File: config.mk
export PLATFORM = sky130hd
export DESIGN_NAME = mvu_top
export DESIGN_NICKNAME = d
export VERILOG_FILES = /design/src/source/mvu_pkg.sv /design/src/source/mvu_top.sv /design/src/source/mvu_dot_core.sv /design/src/source/mvu_ctrl_delay.sv /design/src/source/mvu_job_ctrl.sv
export SDC_FILE = /design/constraint.sdc
export NUM_CORES = 2
export LEC_CHECK = 0
export BUFFER_PORTS_ARGS = -buffer_cell sky130_fd_sc_hd__buf_2
export CAP_MARGIN = 20
export CORE_ASPECT_RATIO = 0.75
export CORE_UTILIZATION = 33
export DETAILED_ROUTE_END_ITERATION = 7
export REMOVE_ABC_BUFFERS = 1
export SETUP_SLACK_MARGIN = 0.2
export SLEW_MARGIN = 15
export SYNTH_ARGS = -nofsm -noshare
export SYNTH_HDL_FRONTEND = slang
export SYNTH_HIERARCHICAL = 1
export SYNTH_SLANG_ARGS = --single-unit
File: constraint.sdc
create_clock -name mvu_ext -period 10.16 [get_ports mvu_ext]
set_input_delay 1.016 -clock mvu_ext [delete_from_list [all_inputs] [get_ports mvu_ext]]
set_output_delay 1.016 -clock mvu_ext [all_outputs]
set_load 0.05 [all_outputs]
File: src/source/mvu_pkg.sv
// Shared widths, types and control structs of the binary dot-product slice, compiled before the RTL
`default_nettype none

package mvu_pkg;

    localparam int LANES          = 16;  // One-bit lanes per memory word
    localparam int ADDR_W         = 6;   // 64 words per memory
    localparam int LEN_W          = 4;
    localparam int CNT_W          = 8;
    localparam int SUM_W          = 12;  // Holds 255 full words of 16 ones
    localparam int MEM_RD_LATENCY = 1;   // Same for both memories

    typedef logic [LANES-1:0]  word_t;
    typedef logic [ADDR_W-1:0] addr_t;
    typedef logic [LEN_W-1:0]  len_t;    // Actual length minus one
    typedef logic [CNT_W-1:0]  cnt_t;
    typedef logic [SUM_W-1:0]  sum_t;

    // Job configuration, captured on start
    typedef struct packed {
        cnt_t  countdown;   // Run cycles, at least 1
        addr_t ibaseaddr;
        addr_t wbaseaddr;
        addr_t ijump0;      // Inner step
        addr_t ijump1;      // Outer step
        addr_t wjump0;
        addr_t wjump1;
        len_t  ilength;
        len_t  wlength;
    } mvu_cfg_t;

    typedef struct packed {
        addr_t iaddr;
        addr_t waddr;
        logic  rd_en;
        logic  first;       // First read of the job
        logic  group_end;   // Weight outer jump or last run cycle
    } mvu_rd_t;

    // Accumulator controls, aligned with the memory read data
    typedef struct packed {
        logic acc;
        logic first;
        logic group_end;
    } mvu_acc_ctrl_t;

    typedef enum logic [1:0] {
        IDLE,
        ARMED,
        RUN
    } ctrl_state_t;

endpackage

`default_nettype wire
File: src/source/mvu_top.sv
// Top level of the binary dot-product slice, joins the job controller, control delay and core
`default_nettype none

module mvu_top (
    input  logic              mvu_ext,
    input  logic              reset,
    input  logic              start,
    input  mvu_pkg::mvu_cfg_t cfg,
    input  logic              wrw_en,
    input  mvu_pkg::addr_t    wrw_addr,
    input  mvu_pkg::word_t    wrw_word,
    input  logic              wrd_en,
    input  mvu_pkg::addr_t    wrd_addr,
    input  mvu_pkg::word_t    wrd_word,
    output logic              done,
    output logic              irq,
    output logic              result_valid,
    output mvu_pkg::sum_t     result
);

    import mvu_pkg::*;

    mvu_rd_t       rd;         // Read addresses and flags, same cycle
    mvu_acc_ctrl_t acc_ctrl;   // Flags after the read latency

    mvu_job_ctrl u_job_ctrl (
        .mvu_ext (mvu_ext),
        .reset   (reset),
        .start   (start),
        .cfg     (cfg),
        .rd      (rd),
        .done    (done),
        .irq     (irq)
    );

    mvu_ctrl_delay u_ctrl_delay (
        .mvu_ext  (mvu_ext),
        .reset    (reset),
        .rd       (rd),
        .acc_ctrl (acc_ctrl)
    );

    mvu_dot_core u_dot_core (
        .mvu_ext      (mvu_ext),
        .reset        (reset),
        .rd           (rd),
        .acc_ctrl     (acc_ctrl),
        .wrw_en       (wrw_en),
        .wrw_addr     (wrw_addr),
        .wrw_word     (wrw_word),
        .wrd_en       (wrd_en),
        .wrd_addr     (wrd_addr),
        .wrd_word     (wrd_word),
        .result_valid (result_valid),
        .result       (result)
    );

endmodule

`default_nettype wire

File: src/source/mvu_dot_core.sv
// Compute core with the weight and data memories, the AND and population count, and the group accumulator
`default_nettype none

module mvu_dot_core (
    input  logic                   mvu_ext,
    input  logic                   reset,
    input  mvu_pkg::mvu_rd_t       rd,
    input  mvu_pkg::mvu_acc_ctrl_t acc_ctrl,
    input  logic                   wrw_en,
    input  mvu_pkg::addr_t         wrw_addr,
    input  mvu_pkg::word_t         wrw_word,
    input  logic                   wrd_en,
    input  mvu_pkg::addr_t         wrd_addr,
    input  mvu_pkg::word_t         wrd_word,
    output logic                   result_valid,
    output mvu_pkg::sum_t          result
);

    import mvu_pkg::*;

    word_t wmem [2**ADDR_W];   // Weight memory
    word_t dmem [2**ADDR_W];   // Data memory
    word_t wword_q;
    word_t iword_q;
    sum_t  pop;
    sum_t  sum_next;
    sum_t  sum_q;
    logic  emit;

    // Number of lanes where both bits are one
    function automatic sum_t popcount(input word_t w);
        sum_t n;
        n = '0;
        for (int b = 0; b < LANES; b++) begin
            n = n + sum_t'(w[b]);
        end
        return n;
    endfunction

    always_ff @(posedge mvu_ext) begin
        if (wrw_en) begin
            wmem[wrw_addr] <= wrw_word;
        end
        if (rd.rd_en) begin
            wword_q <= wmem[rd.waddr];   // Old word on a same-address write
        end
    end

    always_ff @(posedge mvu_ext) begin
        if (wrd_en) begin
            dmem[wrd_addr] <= wrd_word;
        end
        if (rd.rd_en) begin
            iword_q <= dmem[rd.iaddr];
        end
    end

    assign pop      = popcount(wword_q & iword_q);
    assign sum_next = acc_ctrl.first ? pop : sum_q + pop;   // First read restarts the sum
    assign emit     = acc_ctrl.acc && acc_ctrl.group_end;

    always_ff @(posedge mvu_ext) begin
        if (acc_ctrl.acc) begin
            sum_q <= sum_next;
        end
        if (emit) begin
            result <= sum_next;   // Includes the group's last word
        end
    end

    // Valid pulse in step with the result register
    always_ff @(posedge mvu_ext) begin
        if (reset) begin
            result_valid <= 1'b0;
        end else begin
            result_valid <= emit;
        end
    end

    // A result trails the group's last read by the read latency plus one
    a_valid_after_group_end: assert property (@(posedge mvu_ext) disable iff (reset)
        result_valid |-> $past(rd.group_end, MEM_RD_LATENCY + 1));

endmodule

`default_nettype wire

File: src/source/mvu_ctrl_delay.sv
// Control delay line: re-times the read controls to the memory read latency for the accumulator
`default_nettype none

module mvu_ctrl_delay (
    input  logic                   mvu_ext,
    input  logic                   reset,
    input  mvu_pkg::mvu_rd_t       rd,
    output mvu_pkg::mvu_acc_ctrl_t acc_ctrl
);

    import mvu_pkg::*;

    mvu_acc_ctrl_t stage_in;
    mvu_acc_ctrl_t pipe_q [MEM_RD_LATENCY];   // One stage per read cycle

    always_comb begin
        stage_in.acc       = rd.rd_en;
        stage_in.first     = rd.first;
        stage_in.group_end = rd.group_end;
    end

    always_ff @(posedge mvu_ext) begin
        if (reset) begin
            for (int s = 0; s < MEM_RD_LATENCY; s++) begin
                pipe_q[s] <= '0;
            end
        end else begin
            pipe_q[0] <= stage_in;
            for (int s = 1; s < MEM_RD_LATENCY; s++) begin
                pipe_q[s] <= pipe_q[s-1];
            end
        end
    end

    assign acc_ctrl = pipe_q[MEM_RD_LATENCY-1];   // Lines up with the read words

    // The producer only marks first on a real read
    a_first_with_acc: assert property (@(posedge mvu_ext) disable iff (reset)
        acc_ctrl.first |-> acc_ctrl.acc);

endmodule

`default_nettype wire

File: src/source/mvu_job_ctrl.sv
// Job controller that latches the configuration on start, runs the countdown and walks both memory addresses
`default_nettype none

module mvu_job_ctrl (
    input  logic              mvu_ext,
    input  logic              reset,
    input  logic              start,
    input  mvu_pkg::mvu_cfg_t cfg,
    output mvu_pkg::mvu_rd_t  rd,
    output logic              done,
    output logic              irq
);

    import mvu_pkg::*;

    mvu_cfg_t    cfg_q;      // Configuration of the current job
    ctrl_state_t state_q;
    cnt_t        cnt_q;      // Run cycles left, this one included
    logic        first_q;
    addr_t       iaddr_q;
    addr_t       waddr_q;
    len_t        icnt_q;     // Inner position of the data generator
    len_t        wcnt_q;     // Inner position of the weight generator
    logic        start_ok;
    logic        running;
    logic        run_last;
    logic        i_wrap;
    logic        w_wrap;

    assign start_ok = start && (state_q == IDLE);    // Start outside IDLE is dropped
    assign running  = (state_q == RUN);
    assign run_last = running && (cnt_q <= cnt_t'(1));
    assign i_wrap   = (icnt_q == cfg_q.ilength);     // Outer jump due on this read
    assign w_wrap   = (wcnt_q == cfg_q.wlength);

    always_ff @(posedge mvu_ext) begin
        if (reset) begin
            cfg_q <= '0;
        end else if (start_ok) begin
            cfg_q <= cfg;
        end
    end

    // Countdown FSM with ARMED as the delayed start
    always_ff @(posedge mvu_ext) begin
        if (reset) begin
            state_q <= IDLE;
            cnt_q   <= '0;
            first_q <= 1'b0;
            done    <= 1'b0;
            irq     <= 1'b0;
        end else begin
            irq <= 1'b0;
            case (state_q)
                IDLE: begin
                    if (start_ok) begin
                        state_q <= ARMED;
                        done    <= 1'b0;   // Cleared by the accepted start
                    end
                end
                ARMED: begin
                    state_q <= RUN;
                    cnt_q   <= cfg_q.countdown;
                    first_q <= 1'b1;
                end
                RUN: begin
                    first_q <= 1'b0;
                    cnt_q   <= cnt_q - cnt_t'(1);
                    if (run_last) begin
                        state_q <= IDLE;
                        done    <= 1'b1;   // Held until the next start
                        irq     <= 1'b1;   // Single cycle
                    end
                end
                default: begin
                    state_q <= IDLE;
                end
            endcase
        end
    end

    // Data and weight address generators share the two-jump rule
    always_ff @(posedge mvu_ext) begin
        if (reset) begin
            iaddr_q <= '0;
            waddr_q <= '0;
            icnt_q  <= '0;
            wcnt_q  <= '0;
        end else if (state_q == ARMED) begin
            iaddr_q <= cfg_q.ibaseaddr;
            waddr_q <= cfg_q.wbaseaddr;
            icnt_q  <= '0;
            wcnt_q  <= '0;
        end else if (running) begin
            iaddr_q <= iaddr_q + (i_wrap ? cfg_q.ijump1 : cfg_q.ijump0);  // Wraps at 64
            waddr_q <= waddr_q + (w_wrap ? cfg_q.wjump1 : cfg_q.wjump0);
            icnt_q  <= i_wrap ? len_t'(0) : icnt_q + len_t'(1);
            wcnt_q  <= w_wrap ? len_t'(0) : wcnt_q + len_t'(1);
        end
    end

    always_comb begin
        rd.iaddr     = iaddr_q;
        rd.waddr     = waddr_q;
        rd.rd_en     = running;
        rd.first     = running && first_q;
        rd.group_end = running && (w_wrap || run_last);  // Partial group closes at the end
    end

    // Every read uses up one programmed run cycle
    a_rd_in_countdown: assert property (@(posedge mvu_ext) disable iff (reset)
        rd.rd_en |-> (cnt_q != '0));

    a_irq_pulse: assert property (@(posedge mvu_ext) disable iff (reset)
        irq |=> !irq);

endmodule

`default_nettype wire

==> impl_summary.txt <==
----------------------------------------------------
[Run status]
  Outcome ... finished, final reports clean

[GRT]
  Largest net degree at the start of global routing ... 115
  Vias in the first global route ... 41.50k
  Antenna violations before repair ... 38
  Global route total overflow ... 0
  Wire length of the first global-routing pass ... 295100 µm
  Overall Global Routing Usage ... 0.1540

[Timing]
  Final Cycle Share ... 0.4997
  RSZ-0062 raised after global routing ... false
  Transition time of the tightest slew-check pin ... 1.214 ns
  Max transition margin ... 0.1904
  Post-layout minimum cycle time ... 5.077 ns
  Max frequency ... 197.0 MHz
  Setup Skew ... 0.1278 ns
  Final setup vio count ... 0
  Count of final hold-check violations ... 0
  Setup ws final ... 5.083 ns
  Max Slew Vio Count ... 0

[Clock tree]
  Total of hold buffers inserted after clock tree synthesis ... 0
  TritonCTS clock tree ... built
  Maximum number of buffers from clock root to sink ... 4
  Clock sink count ... 2193
  Max H-tree Level ... 4
  Skew-Pair Late Insertion Delay ... 0.89 ns
  Post-CTS sizing ... 0
  Number of CTS-inserted buffers ... 216
  Buffers inserted by post-CTS timing repair ... 0
  Clock input transition at the sequential cells of the worst setup and hold paths ... 0.06 ns
  Buffer type at the clock tree root ... sky130_fd_sc_hd__clkbuf_16

[Placed design]
  Total instance count after detailed placement ... 7649
  Routability congestion estimate from global placement ... 0.7963
  HPWL reported at the end of detailed placement ... 120500 µm
  Placement Cell Area ... 0.09097 mm²
  # port buffers ... 115
  Dpl ws ... 5.093 ns

[Synth]
  Total of flip-flops plus latches after synthesis ... 2193
  Number of enable-type register cells in the synthesized netlist ... 2104
  Post-synthesis cell area ... 0.08566 mm²
  Multiplexer area fraction after synthesis ... 0.1622
  Number of different library cells in the post-synthesis netlist ... 67
  Fraction of the mapped netlist area in compound gates ... 0.02599
  Instance count of the mapped netlist ... 4134
  Yosys warns ... 6
  Post-synthesis xor/xnor area fraction ... 0.002235
  Mean instance size in the synthesized netlist ... 20.72 µm²
  Synthesized-area fraction occupied by adder cells ... 0.006982
  Fraction of the yosys area taken by sequential cells ... 0.7584
  Share of synthesized cell area in and, or, nand and nor gates ... 0.02908
  Largest family of logic cells by synthesized area ... multiplexers
  Ys async rst share ... 0
  Top FF cell, synth ... sky130_fd_sc_hd__edfxtp_1

[Critical path]
  Critical path's largest stage delay ... 0.53 ns
  Nature of the critical path endpoint ... register
  Origin of the critical flop-to-flop path ... u_dot_core/wword_q[15]
  Highest fanout seen on the critical path ... 6
  Required time of the critical path ... 10.82 ns
  Depth of the worst register-to-register path ... 15
  Worst flop-to-flop path endpoint ... u_dot_core/result[11]
  Critical path start-end classification ... reg -> reg
  Arr. time, crit path ... 5.74 ns
  Most common cell on crit path ... sky130_fd_sc_hd__fa_1
  Register-to-register setup slack ... 5.08 ns
  Ordered cell list for the critical path ... and2_1, fa_1, fa_1, inv_1, fa_1, inv_1, fa_1, ha_1, fa_1, xor2_1, ha_1, a21oi_1, o21a_1, or4_1, a21oi_1
  Type of element launching the critical path ... register
  Max stage delay cell, worst path ... sky130_fd_sc_hd__or4_1

[Floorplan]
  Number of core rows ... 161
  Area of the core ... 0.2574 mm²
  I/O Pins ... 116
  Initial Utilization ... 0.3327
  Die outline width ... 590.3 µm
  Die area ... 0.2616 mm²
  Vertical die dimension ... 443.2 µm

[Power]
  Leakage ... 29.88 nW
  Share of total power in combinational logic ... 0.117
  Clock share of power ... 0.388
  Cell Pwr Density ... 209.2 mW/mm²
  Switching share of power ... 0.2416
  Switching power summed over all nets ... 4.954 mW
  VDD IR-drop max ... 0.1615 mV
  Power Internal ... 15.55 mW
  Overall Power ... 20.50 mW
  Sequential fraction of design power ... 0.495

[Layout]
  Layout overhead on the synthesized area ... 14.44%
  Area of the multi-input gates ... 0.01945 mm²
  Seq. cell area ... 0.06499 mm²
  Post-route cell area ... 0.09802 mm²
  Fraction of layout instances using a drive strength above 1 ... 0.2641
  Final Net Count ... 4588
  Post-Layout Cell Count ... 8051
  Final core occ ... 0.3808
  Filler cells ... 23.09k

[Drt]
  Routed via count ... 41.59k
  DR WL/cell ... 25.50 µm
  Number of design rule violations left after detail routing ... 0
  Final ANT Viol Nets ... 0
  Via density ... 5.166
  Wire length reported by the detailed router ... 205300 µm
  DRC marker count from the first detailed-route iteration ... 4500
  First-pass detailed-route iteration total ... 5

[Min path]
  Type of the tightest min-delay check ... in -> reg
  Number of cells on the worst hold path ... 3
  Worst Hold Launch ... cfg[24]
  Terminating pin of the worst hold path ... u_job_ctrl/cfg_q[24]

[Run]
  Number of maximum-capacitance violations ... 0

----------------------------------------------------
through the flow:
stage / hold slack, ns / setup TNS [ns]
after global routing: 0.3738 / 0
after CTS: 0.3430 / 0
after global placement: 0.4401 / 0
after floorplan: 0.4257 / -15.47
after detailed placement: 0.4466 / 0
final: 0.4020 / 0
power by group through the flow:
stage	logic, mW	registers, mW	clock network, mW
floorplan	1.64	10.5	0
global placement	2.39	10.3	0
detailed placement	2.41	10.3	0
CTS	2.42	10.1	8.13
global route	2.58	10.2	8.45
finish	2.40	10.1	7.96
flip-flops by register name (all words and copies together), names as in the netlist:
signal,flops
u_job_ctrl/first_q,1
u_job_ctrl/wcnt_q,4
u_job_ctrl/waddr_q,6
u_job_ctrl/iaddr_q,6
u_dot_core/dmem,1024
u_dot_core/result,12
u_dot_core/iword_q,16
u_job_ctrl/cfg_q,52
u_job_ctrl/irq,1
u_dot_core/result_valid,1
u_dot_core/sum_q,12
u_job_ctrl/state_q,2
u_dot_core/wword_q,16
u_job_ctrl/icnt_q,4
u_ctrl_delay/pipe_q,3
u_dot_core/wmem,1024
u_job_ctrl/done,1
u_job_ctrl/cnt_q,8
placed cells by master, fill, tap and decap left out, types with 37 or more instances in the layout:
cell	synthesis	layout
sky130_fd_sc_hd__edfxtp_1	2104	2104
sky130_fd_sc_hd__mux4_2	484	484
sky130_fd_sc_hd__mux2i_1	228	228
sky130_fd_sc_hd__clkbuf_16	0	216
sky130_fd_sc_hd__buf_4	49	191
sky130_fd_sc_hd__nand2_1	189	188
sky130_fd_sc_hd__nor2_1	180	171
sky130_fd_sc_hd__buf_2	72	110
sky130_fd_sc_hd__a22oi_1	97	97
sky130_fd_sc_hd__a21oi_1	91	91
sky130_fd_sc_hd__dfxtp_1	89	80
sky130_fd_sc_hd__mux2_2	63	63
sky130_fd_sc_hd__clkinv_2	0	41
sky130_fd_sc_hd__clkinv_1	2	39
sky130_fd_sc_hd__clkbuf_1	66	37
cells in the mapped netlist, types with 14 or more instances:
library cell / n / area (µm²)
sky130_fd_sc_hd__o21ai_0: 22 / 110.1
sky130_fd_sc_hd__buf_1: 15 / 56.30
sky130_fd_sc_hd__buf_4: 49 / 367.9
sky130_fd_sc_hd__mux2_2: 63 / 709.4
sky130_fd_sc_hd__nor3_1: 26 / 130.1
sky130_fd_sc_hd__a22oi_1: 97 / 728.2
sky130_fd_sc_hd__mux2i_1: 228 / 2282
sky130_fd_sc_hd__a221oi_1: 16 / 140.1
sky130_fd_sc_hd__buf_6: 16 / 180.2
sky130_fd_sc_hd__a21oi_1: 91 / 455.4
sky130_fd_sc_hd__and2_1: 22 / 137.6
sky130_fd_sc_hd__clkbuf_1: 66 / 247.7
sky130_fd_sc_hd__nor2_1: 180 / 675.7
sky130_fd_sc_hd__buf_2: 72 / 360.4
sky130_fd_sc_hd__edfxtp_1: 2104 / 63180
sky130_fd_sc_hd__mux4_2: 484 / 10900
sky130_fd_sc_hd__o22ai_1: 14 / 87.58
sky130_fd_sc_hd__nand2_1: 189 / 709.4
sky130_fd_sc_hd__dfxtp_1: 89 / 1782
sky130_fd_sc_hd__ha_1: 27 / 337.8
sky130_fd_sc_hd__xnor2_1: 14 / 122.6
sky130_fd_sc_hd__nor2b_1: 25 / 156.4
sky130_fd_sc_hd__inv_1: 20 / 75.07
sky130_fd_sc_hd__nand3_1: 30 / 150.1
metal layers:
metal | GRT usage | up-vias | part of all wire
li1 | - | 17690 | -
met1 | 0.2248 | 22090 | 0.44
met5 | 0 | - | 0.00055
met2 | 0.2228 | 1507 | 0.44
met3 | 0.04759 | 285 | 0.098
met4 | 0.03877 | 20 | 0.023
worst max path at each step:
stage	to	cells after the start	startpoint	slack, ns
6_report	u_dot_core/result[11]	15	u_dot_core/wword_q[15]	5.08
3_3_place_gp	u_dot_core/result[11]	15	u_dot_core/wword_q[15]	5.09
5_1_grt	u_dot_core/sum_q[8]	16	u_dot_core/wword_q[15]	4.83
3_5_place_dp	u_dot_core/result[11]	15	u_dot_core/wword_q[15]	5.09
4_1_cts	u_dot_core/sum_q[5]	15	u_dot_core/wword_q[15]	5.08
2_1_floorplan	u_dot_core/iword_q[13]	5	u_job_ctrl/iaddr_q[0]	-0.87
kinds of logic after synthesis:
family	count (synthesis)
AND/OR/NAND/NOR	540
XOR/XNOR	21
AO/OA/AOI/OAI	325
flip-flops	2193
buffers and inverters	240
adder cells (fa/ha/maj)	40
multiplexers	775
cell type report:
cell class / count / share of cell area
Clock inverter: 131 / 0.01414
Multi-Input combinational cell: 1701 / 0.1985
Sequential cell: 2193 / 0.6630
Clock buffer: 255 / 0.05684
Tap cell: 3423 / 0.04369
Timing Repair Buffer: 313 / 0.02267
Inverter: 22 / 0.0008424
Antenna cell: 13 / 0.0003319
worst max-delay path, delay by kind of cell, from the launching register on:
kind | cells | cell delay [ns]
buffers and inverters | 2 | 0.11
DFF | 1 | 0.35
AOI/OAI and AO/OA | 3 | 0.57
adders and majority gates | 7 | 2.99
and+or+nand+nor | 2 | 0.71
xor gates and xnor gates | 1 | 0.18
No activity file was read; power rests on OpenSTA's default activity.
